===== config.mk =====
export PLATFORM = sky130hd
export DESIGN_NAME = stereo_dac_output
export DESIGN_NICKNAME = d
export VERILOG_FILES = /design/src/common/stereo_dac_pkg.sv /design/src/logic/stereo_dac_output.sv /design/src/sdm/sigma_delta_stereo_dac.sv /design/src/logic/sample_fifo.sv /design/src/interp/interp_linear_2x.sv
export SDC_FILE = /design/constraint.sdc
export NUM_CORES = 1
export LEC_CHECK = 0
export ABC_AREA = 0
export BUFFER_PORTS_ARGS = -buffer_cell sky130_fd_sc_hd__buf_2
export CORE_ASPECT_RATIO = 0.5
export CORE_MARGIN = 5
export CORE_UTILIZATION = 50
export CTS_CLUSTER_SIZE = 12
export DETAILED_ROUTE_END_ITERATION = 8
export MAX_ROUTING_LAYER = met4
export PLACE_DENSITY_LB_ADDON = 0.3
export SYNTH_ARGS = -nofsm -noshare
export SYNTH_HDL_FRONTEND = slang
export SYNTH_SLANG_ARGS = --single-unit
export TNS_END_PERCENT = 1

===== constraint.sdc =====
create_clock -name reset -period 14.25 [get_ports reset]
set_input_delay 2.85 -clock reset [delete_from_list [all_inputs] [get_ports reset]]
set_output_delay 2.85 -clock reset [all_outputs]
set_load 0.005 [all_outputs]

===== src/common/stereo_dac_pkg.sv =====
// ----------------------------------------
// Stereo DAC shared widths and types
// ----------------------------------------

package stereo_dac_pkg;

    // ----------------------------------------
    // Sample path
    // ----------------------------------------

    // One signed audio sample
    localparam int SAMPLE_W = 18;

    typedef logic signed [SAMPLE_W-1:0] sample_t;

    // Stereo pair, left in upper half
    typedef logic [2*SAMPLE_W-1:0] pair_t;

    // ----------------------------------------
    // Modulator
    // ----------------------------------------

    // Integrator width, headroom above the sample
    localparam int ACC_W = 24;

    typedef logic signed [ACC_W-1:0] acc_t;

    // DAC control FSM
    typedef enum logic {
        IDLE,
        RUN
    } dac_state_t;

endpackage

===== src/logic/stereo_dac_output.sv =====
// ----------------------------------------
// Stereo DAC output stage top level
// ----------------------------------------

`timescale 1ns/1ps

module stereo_dac_output
    import stereo_dac_pkg::*;
#(
    parameter int OSR_DIV    = 32,
    parameter int FIFO_DEPTH = 8
) (
    input  logic    reset,
    input  logic    clk,
    input  logic    sample_in_rdy,
    input  sample_t sample_in_l,
    input  sample_t sample_in_r,
    output logic    dac_out_l,
    output logic    dac_out_r,
    output logic    fifo_overflow
);

    logic    interp_rdy;
    sample_t interp_l;
    sample_t interp_r;
    pair_t   fifo_din;
    pair_t   fifo_dout;
    logic    fifo_empty;
    logic    dac_rd;

    interp_linear_2x i_interp (
        .reset         (reset),
        .clk           (clk),
        .sample_in_rdy (sample_in_rdy),
        .sample_in_l   (sample_in_l),
        .sample_in_r   (sample_in_r),
        .out_rdy       (interp_rdy),
        .out_l         (interp_l),
        .out_r         (interp_r)
    );

    // Left in the upper half
    assign fifo_din = {interp_l, interp_r};

    sample_fifo #(
        .FIFO_DEPTH (FIFO_DEPTH)
    ) i_fifo (
        .reset    (reset),
        .clk      (clk),
        .wr       (interp_rdy),
        .data_in  (fifo_din),
        .rd       (dac_rd),
        .data_out (fifo_dout),
        .empty    (fifo_empty),
        .full     (),
        .overflow (fifo_overflow)
    );

    sigma_delta_stereo_dac #(
        .OSR_DIV (OSR_DIV)
    ) i_dac (
        .reset     (reset),
        .clk       (clk),
        .empty     (fifo_empty),
        .data_in   (fifo_dout),
        .rd        (dac_rd),
        .dac_out_l (dac_out_l),
        .dac_out_r (dac_out_r)
    );

endmodule


===== src/sdm/sigma_delta_stereo_dac.sv =====
// ----------------------------------------
// Stereo second-order sigma-delta DAC
// Output-rate divider pulls pairs from FIFO
// ----------------------------------------

`timescale 1ns/1ps

module sigma_delta_stereo_dac
    import stereo_dac_pkg::*;
#(
    parameter int OSR_DIV = 32
) (
    input  logic  reset,
    input  logic  clk,
    input  logic  empty,
    input  pair_t data_in,
    output logic  rd,
    output logic  dac_out_l,
    output logic  dac_out_r
);

    localparam int   DIV_W  = (OSR_DIV > 1) ? $clog2(OSR_DIV) : 1;
    // Feedback levels are plus and minus full scale
    localparam acc_t FB_POS = acc_t'(1 << (SAMPLE_W - 1));
    localparam acc_t FB_NEG = -FB_POS;

    dac_state_t       state;
    logic [DIV_W-1:0] div_cnt;
    logic             div_wrap;
    sample_t          cur_s  [2];
    acc_t             x_ext  [2];
    acc_t             fb     [2];
    acc_t             int1   [2];
    acc_t             int2   [2];
    acc_t             int1_n [2];
    acc_t             int2_n [2];
    logic [1:0]       bit_n;
    logic [1:0]       bit_q;

    // ----------------------------------------
    // Divider and read control
    // ----------------------------------------
    assign div_wrap = (div_cnt == DIV_W'(OSR_DIV - 1));

    always_ff @(posedge reset or posedge clk) begin
        if (clk) begin
            div_cnt <= '0;
            rd      <= 1'b0;
            state   <= IDLE;
        end else begin
            div_cnt <= div_wrap ? '0 : div_cnt + 1'b1;
            // Underrun keeps the current pair
            rd      <= div_wrap & ~empty;
            if (rd) begin
                state <= RUN;
            end
        end
    end

    // Pair latched with the read pulse
    always_ff @(posedge reset) begin
        if (rd) begin
            cur_s[0] <= data_in[2*SAMPLE_W-1:SAMPLE_W];
            cur_s[1] <= data_in[SAMPLE_W-1:0];
        end
    end

    // ----------------------------------------
    // Modulator, NTF (1 - z^-1)^2
    // ----------------------------------------
    always_comb begin
        for (int ch = 0; ch < 2; ch++) begin
            bit_n[ch]  = ~int2[ch][ACC_W-1];
            fb[ch]     = bit_n[ch] ? FB_POS : FB_NEG;
            x_ext[ch]  = {{(ACC_W - SAMPLE_W){cur_s[ch][SAMPLE_W-1]}}, cur_s[ch]};
            int1_n[ch] = int1[ch] + x_ext[ch] - fb[ch];
            int2_n[ch] = int2[ch] + int1_n[ch] - fb[ch];
        end
    end

    always_ff @(posedge reset or posedge clk) begin
        if (clk) begin
            bit_q <= '0;
            for (int ch = 0; ch < 2; ch++) begin
                int1[ch] <= '0;
                int2[ch] <= '0;
            end
        end else if (state == RUN) begin
            for (int ch = 0; ch < 2; ch++) begin
                int1[ch]  <= int1_n[ch];
                int2[ch]  <= int2_n[ch];
                bit_q[ch] <= bit_n[ch];
            end
        end
    end

    assign dac_out_l = bit_q[0];
    assign dac_out_r = bit_q[1];

endmodule


===== src/logic/sample_fifo.sv =====
// ----------------------------------------
// Show-ahead stereo sample FIFO
// ----------------------------------------

`timescale 1ns/1ps

module sample_fifo
    import stereo_dac_pkg::*;
#(
    parameter int FIFO_DEPTH = 8
) (
    input  logic  reset,
    input  logic  clk,
    input  logic  wr,
    input  pair_t data_in,
    input  logic  rd,
    output pair_t data_out,
    output logic  empty,
    output logic  full,
    output logic  overflow
);

    localparam int PTR_W = (FIFO_DEPTH > 1) ? $clog2(FIFO_DEPTH) : 1;
    localparam int CNT_W = $clog2(FIFO_DEPTH + 1);

    pair_t            mem [FIFO_DEPTH];
    logic [PTR_W-1:0] wr_ptr;
    logic [PTR_W-1:0] rd_ptr;
    logic [CNT_W-1:0] count;
    logic             do_wr;
    logic             do_rd;

    // Wrap for depths that are not a power of two
    function automatic logic [PTR_W-1:0] ptr_next(input logic [PTR_W-1:0] ptr);
        if (ptr == PTR_W'(FIFO_DEPTH - 1)) begin
            return '0;
        end
        return ptr + 1'b1;
    endfunction

    assign do_wr    = wr & ~full;
    assign do_rd    = rd & ~empty;
    assign empty    = (count == '0);
    assign full     = (count == CNT_W'(FIFO_DEPTH));
    assign data_out = mem[rd_ptr];

    always_ff @(posedge reset or posedge clk) begin
        if (clk) begin
            wr_ptr   <= '0;
            rd_ptr   <= '0;
            count    <= '0;
            overflow <= 1'b0;
        end else begin
            if (do_wr) begin
                wr_ptr <= ptr_next(wr_ptr);
            end
            if (do_rd) begin
                rd_ptr <= ptr_next(rd_ptr);
            end
            case ({do_wr, do_rd})
                2'b10:   count <= count + 1'b1;
                2'b01:   count <= count - 1'b1;
                default: count <= count;
            endcase
            // Sticky until reset
            if (wr && full) begin
                overflow <= 1'b1;
            end
        end
    end

    always_ff @(posedge reset) begin
        if (do_wr) begin
            mem[wr_ptr] <= data_in;
        end
    end

endmodule


===== src/interp/interp_linear_2x.sv =====
// ----------------------------------------
// Stereo 2x linear interpolator
// Emits midpoint pair, then the new pair
// ----------------------------------------

`timescale 1ns/1ps

module interp_linear_2x
    import stereo_dac_pkg::*;
(
    input  logic    reset,
    input  logic    clk,
    input  logic    sample_in_rdy,
    input  sample_t sample_in_l,
    input  sample_t sample_in_r,
    output logic    out_rdy,
    output sample_t out_l,
    output sample_t out_r
);

    // Channel 0 is left, channel 1 is right
    sample_t                  in_s   [2];
    sample_t                  prev_s [2];
    sample_t                  new_s  [2];
    sample_t                  mid_s  [2];
    sample_t                  out_s  [2];
    logic signed [SAMPLE_W:0] sum_s  [2];
    logic [1:0]               phase;
    logic [1:0]               start;

    always_comb begin
        in_s[0] = sample_in_l;
        in_s[1] = sample_in_r;
        for (int ch = 0; ch < 2; ch++) begin
            // Strobe during the second phase is dropped
            start[ch] = sample_in_rdy & ~phase[ch];
            sum_s[ch] = {prev_s[ch][SAMPLE_W-1], prev_s[ch]} +
                        {in_s[ch][SAMPLE_W-1], in_s[ch]};
            // Halve with sign kept
            mid_s[ch] = sum_s[ch][SAMPLE_W:1];
        end
    end

    // ----------------------------------------
    // Control and history
    // ----------------------------------------
    always_ff @(posedge reset or posedge clk) begin
        if (clk) begin
            out_rdy <= 1'b0;
            phase   <= '0;
            for (int ch = 0; ch < 2; ch++) begin
                prev_s[ch] <= '0;
            end
        end else begin
            out_rdy <= sample_in_rdy | (|phase);
            for (int ch = 0; ch < 2; ch++) begin
                phase[ch] <= start[ch];
                // New pair becomes history once it is sent
                if (phase[ch]) begin
                    prev_s[ch] <= new_s[ch];
                end
            end
        end
    end

    // Output data
    always_ff @(posedge reset) begin
        for (int ch = 0; ch < 2; ch++) begin
            if (start[ch]) begin
                new_s[ch] <= in_s[ch];
                out_s[ch] <= mid_s[ch];
            end else if (phase[ch]) begin
                out_s[ch] <= new_s[ch];
            end
        end
    end

    assign out_l = out_s[0];
    assign out_r = out_s[1];

endmodule


==> impl_metrics.py, run 1 <==
metrics = {
    "routing": {
        "first_pass_iters": 5,
        "wire_per_inst_um": 17.8,
        "postRouteAntennaNets": 0,
        "wl_um": 55000,
        "first_iter_violations": 1379,
        "via_count": 16700,
        "via_per_inst": 5.42,
        "route.detailed.drc": 0,
    },
    "worst_setup_path": {
        "r2r_slack_ns": 8.71,
        "cp.arrival_ns": 6.02,
        "cpPeakStageDelay_ns": 0.81,
        "cp-start-kind": "flop",
        "crit_family": "compound AO/OA/AOI/OAI gates",
        "cp_slowest_cell": "a2111oi_0",
        "worstPathMaxFanout": 5,
        "critPathKind": "flop to flop",
        "worst-path-buf-inv": 3,
        "crit_chain": "inv_1, ha_1, inv_1, ha_1, a2111oi_0, o31ai_1, a21oi_1, o21bai_1, a21oi_1, xor2_1, ha_1, inv_1, ha_1, nand3_1, a211oi_1, o41ai_1, o21ai_0, a211o_1, a21oi_1, xnor2_1, mux2_2",
        "cp.required_ns": 14.73,
        "end_kind": "flop",
        "path_common_cell": "ha_1",
    },
    "sta": {
        "worst_pin_slew_ns": 1.10,
        "min_period_ns": 5.54,
        "final-setup-viol-count": 0,
        "rsz0062_at_grt": "no",
        "finalCritPeriodShare": 0.389,
        "relSlewSlack": 0.247,
        "fmax_mhz": 181,
        "fin_setup_tns_ns": 0,
        "fin_skew_ns": 0.0306,
        "timing_hold_violations_final": 0,
        "finalMaxSlewViolations": 0,
    },
    "grt": {
        "antenna_found_initial": 3,
        "grt_max_degree": 95,
        "grt_usage": 0.187,
        "globalRouteOverflowTotal": 0,
        "grt_pass1_vias": 16800,
        "grt_pass1_wl_um": 90200,
    },
    "yosys": {
        "synth_fp_nets": 2488,
        "synthArstFlopShare": 0.281,
        "synthCells": 2221,
        "syn_avg_cell_area_um2": 12.7,
        "ys_top_cells_by_area": "edfxtp_1, dfrtp_1, ha_1",
        "ys_warn_count": 0,
        "synthesis.area_mm2": 0.0282,
        "ys.flop_type": "edfxtp_1",
        "yosys-top-cells-count": "edfxtp_1, inv_1, ha_1",
        "synth_cell_types": 70,
        "yosysTopAreaCell": "edfxtp_1",
        "synth_edf_count": 396,
        "ys_ff_latch": 551,
        "yosysSeqAreaShare": 0.559,
        "synth.most_common_cell": "edfxtp_1",
        "synth_top_area_frac": 0.422,
    },
    "clocking": {
        "path_clk_slew_ns": 0.06,
        "insertion_delay_ns": 0.61,
        "htree_levels": 2,
        "cts_resized": 0,
        "cts_sinks": 551,
        "cts_buffer_depth": 3,
        "cts_hold_buffers": 0,
        "cts_buffers": 54,
        "clockRootBuffer": "clkbuf_16",
        "cts_post_setup_buffers_inserted": 0,
        "cts_tree": "done",
    },
    "cells_and_area": {
        "area_growth_pct": 10.1,
        "regArea_mm2": 0.0158,
        "layout-drive-gt1-share": 0.125,
        "nets": 2549,
        "nFillCells": 4577,
        "multi_input_area_mm2": 0.0110,
    },
    "place": {
        "place_congestion": 0.844,
        "dp_hpwl_um": 35700,
        "portBuffers": 41,
    },
    "die": {
        "chipWidth_um": 346,
        "fp.dieH_um": 178,
        "core_region_area_mm2": 0.0557,
        "start_util": 0.506,
        "dieArea_mm2": 0.0615,
        "rows": 61,
        "io_pins": 42,
    },
    "status": {
        "outcome": "completed",
    },
    "hold_path": {
        "hold_path.class": "flop to flop",
    },
    "job": {
        "max-cap-violations": 0,
    },
}
## final timing paths
check | from | to | depth (start not counted)
max in group asynchronous | clk | i_dac.int1[40] | 3
hold reg to reg | i_interp.new_s[0][22] | i_interp.prev_s[4] | 2
setup / recovery | i_dac.int1[2] | i_dac.int2[22] | 21
setup reg to reg | i_dac.int1[2] | i_dac.int2[22] | 21
hold / removal | i_interp.new_s[0][22] | i_interp.prev_s[4] | 2
min in group asynchronous | clk | i_dac.int2[7] | 2
## state kept, by name, summed over array words and instances (netlist names), 4 cells and up
signal,flops
i_interp.out_s,36
i_fifo.mem,288
i_dac.int1,48
i_dac.cur_s,36
i_fifo.count,4
i_interp.prev_s,36
i_interp.new_s,36
i_dac.int2,48
i_dac.div_cnt,5
## metal layers
metal | part of all wire | up-vias | track usage
met1 | 0.49 | 8275 | 0.270
li1 | - | 8107 | -
met4 | 0.011 | 0 | 0.0327
met3 | 0.041 | 44 | 0.0222
met5 | 0 | - | -
met2 | 0.45 | 303 | 0.296
## per-stage QoR
stage,hold WS [ns],util,worst slack (ns),std cells,area (um2)
2_1_floorplan,0.433,-,7.22,2221,28200
6_report,0.481,0.557,8.71,3085,31100
5_1_grt,0.499,0.557,8.38,3084,31100
3_5_place_dp,0.450,0.527,8.92,2982,29400
4_1_cts,0.483,0.557,8.85,3083,31000
3_3_place_gp,0.447,0.527,8.99,2982,29400
## layout make-up
cell class	count	area share
inverters	332	0.0403
clock inverters	10	0.00492
flip-flops and latches	551	0.508
clock buffers	91	0.0497
diodes	2	0.000161
repair buffers	58	0.0107
well taps	756	0.0305
multi-input cells	1285	0.356
## tightest hold or removal path, cell delays in order (launching register included)
cell	delay [ns]
edfxtp_1	0.32
nand2_1	0.06
o21ai_0	0.07
## placed cells by master, fill, tap and decap left out, types with 7 or more instances in the layout
cell,instances
nor3_1,18
mux4_2,72
xor2_1,40
mux2i_1,30
nand4_1,11
o21bai_1,13
a211oi_1,12
o31ai_1,12
or3_1,8
fa_1,23
buf_4,17
o211ai_1,7
mux2_2,62
and3_1,12
inv_1,330
o21a_1,18
nor2_1,73
o21ai_0,141
clkbuf_16,56
nand3_1,25
a21oi_1,111
ha_1,205
xnor2_1,68
edfxtp_1,396
buf_2,41
a211o_1,7
a31oi_1,8
nand2_1,131
a21o_1,52
dfrtp_1,150
nor2b_1,10
clkbuf_1,34
nand2b_1,20
## logic make-up (layout without fill, tap and decap cells)
family,Yosys count,count (layout),synth area share
DFF,551,551,0.559
AOI/OAI and AO/OA,434,434,0.0961
buffers and inverters,385,491,0.0512
and+or+nand+nor,349,349,0.0581
adders and majority gates,228,228,0.107
muxes,164,164,0.0929
xor gates and xnor gates,110,110,0.0352
other,0,2,0
Power of run 1 is not shown: default switching activity piles up to over one toggle a cycle in this logic, so the estimate is an artifact.
==> run 2, diff against run 1 <==
==> constraint.sdc (replaced) <==
create_clock -name reset -period 5.8 [get_ports reset]
set_input_delay 1.16 -clock reset [delete_from_list [all_inputs] [get_ports reset]]
set_output_delay 1.16 -clock reset [all_outputs]
set_load 0.005 [all_outputs]
==> impl_metrics.py, run 2 (synthesis results as in run 1) <==
metrics = {
    "worst_setup_path": {
        "crit_family": "compound AO/OA/AOI/OAI gates",
        "end_kind": "flop",
        "worst-path-buf-inv": 3,
        "worstPathMaxFanout": 6,
        "timing.rr.end": "i_dac.int2[47]",
        "r2r-start": "i_dac.int1[26]",
        "crit_chain": "inv_1, ha_1, inv_1, ha_1, nor2b_1, o21a_1, o211ai_1, a21boi_0, o21ai_0, a21boi_0, o21ai_0, xor2_1, ha_1, inv_1, ha_1, a21o_1, a21o_1, a21oi_1, nand2_1, a2111oi_0, o31ai_1, a21oi_1, xor3_1, a21oi_1",
        "cp-start-kind": "flop",
        "cp.required_ns": 6.31,
        "cp_slowest_cell": "a2111oi_0",
        "critPathKind": "flop to flop",
        "path_common_cell": "ha_1",
        "cp.arrival_ns": 5.78,
        "r2r_slack_ns": 0.53,
        "rr_worst_depth": 24,
        "cpPeakStageDelay_ns": 0.63,
    },
    "clocking": {
        "cts_sinks": 551,
        "cts_resized": 0,
        "cts_buffer_depth": 3,
        "cts_hold_buffers": 0,
        "clockRootBuffer": "clkbuf_16",
        "cts_buffers": 53,
        "cts_post_setup_buffers_inserted": 0,
        "htree_levels": 2,
        "cts_tree": "done",
        "insertion_delay_ns": 0.60,
        "path_clk_slew_ns": 0.06,
    },
    "cells_and_area": {
        "largest_registers": "i_fifo.mem: 288 flops, i_dac.int1: 48 flops, i_dac.int2: 48 flops",
        "layout-drive-gt1-share": 0.125,
        "final_common_cell": "edfxtp_1",
        "nets": 2551,
        "area_growth_pct": 9.86,
        "largest_register_ffs": 288,
        "antenna_cells": 0,
        "final_cell_mix": "edfxtp_1, inv_1, ha_1",
        "regMostFlops": "i_fifo.mem",
    },
    "job": {
        "max-cap-violations": 0,
    },
    "die": {
        "rows": 61,
        "start_util": 0.506,
        "core_region_area_mm2": 0.0557,
        "fp.dieH_um": 178,
        "chipWidth_um": 346,
        "dieArea_mm2": 0.0615,
        "io_pins": 42,
    },
    "sta": {
        "fmax_mhz": 190,
        "rsz0062_at_grt": "no",
        "fin_skew_ns": 0.0158,
        "relSlewSlack": 0.239,
        "min_period_ns": 5.27,
        "timing_hold_violations_final": 0,
        "finalMaxSlewViolations": 0,
        "finalCritPeriodShare": 0.909,
        "worst_pin_slew_ns": 1.14,
        "fin_setup_tns_ns": 0,
        "final-setup-viol-count": 0,
    },
    "hold_path": {
        "worstHoldEndpoint": "i_interp.prev_s[9]",
        "worstHoldStart": "i_interp.new_s[0][27]",
        "whs_path_depth": 2,
        "hold_path.class": "flop to flop",
    },
    "routing": {
        "via_count": 16700,
        "postRouteAntennaNets": 0,
        "wl_um": 55100,
        "route.detailed.drc": 0,
        "via_per_inst": 5.42,
        "wire_per_inst_um": 17.9,
        "first_iter_violations": 1266,
        "first_pass_iters": 5,
    },
    "place": {
        "place_congestion": 0.876,
        "dp_hpwl_um": 36300,
        "portBuffers": 41,
    },
    "grt": {
        "grt_pass1_vias": 16900,
        "grt_pass1_wl_um": 90100,
        "globalRouteOverflowTotal": 0,
        "antenna_found_initial": 1,
        "grt_max_degree": 93,
        "grt_usage": 0.188,
    },
    "status": {
        "outcome": "completed",
    },
}
==> run 2: changes by cell type in the layout (fill, tap and decap cells not counted), sizes merged <==
cell,delta
bufinv,-1
clkinv,+1
buf,+3
diode,-2
clkinvlp,-1
==> run 2: worst max path at each step <==
stage,start,endpoint,slack [ns],depth (start not counted)
floorplan,clk,i_dac.bit_q[0],0.46,1
global placement,i_dac.int1[26],i_dac.int2[47],0.53,21
detailed placement,i_dac.int1[26],i_dac.int2[43],0.50,21
CTS,i_dac.int1[26],i_dac.int2[47],0.42,21
global route,i_dac.int1[26],i_dac.int2[47],0.07,24
finish,i_dac.int1[26],i_dac.int2[47],0.53,24
==> run 2: through the flow <==
step / instances / hold WS, ns / area (um2) / utilization / worst slack [ns]
detailed placement: 2985 / 0.466 / 29400 / 0.527 / 0.501
finish: 3085 / 0.474 / 31000 / 0.556 / 0.528
global route: 3085 / 0.501 / 31000 / 0.556 / 0.0714
floorplan: 2221 / 0.433 / 28200 / - / 0.462
CTS: 3085 / 0.475 / 31000 / 0.556 / 0.419
global placement: 2985 / 0.450 / 29400 / 0.527 / 0.532
==> run 2: routing by layer <==
layer  track usage  vias to the layer above  wire, um
li1              -                     8118         -
met1         0.267                     8188     26500
met2         0.295                      338     25000
met3        0.0305                       62      2910
met4        0.0284                        0       675
met5             -                        -         0
==> run 2: final cells by class <==
type / instances / area, um2
repair buffers: 61 / 355
fillers: 4560 / 24700
clock inverters: 9 / 120
multi-input cells: 1285 / 11100
inverters: 332 / 1250
well taps: 756 / 946
flip-flops and latches: 551 / 15800
clock buffers: 91 / 1480
==> run 2: tightest hold or removal path, stage by stage (launching register included) <==
cell and delay, ns:
edfxtp_1 0.32, nand2_1 0.06, o21ai_0 0.06
Power of run 2 is left out for the same reason.
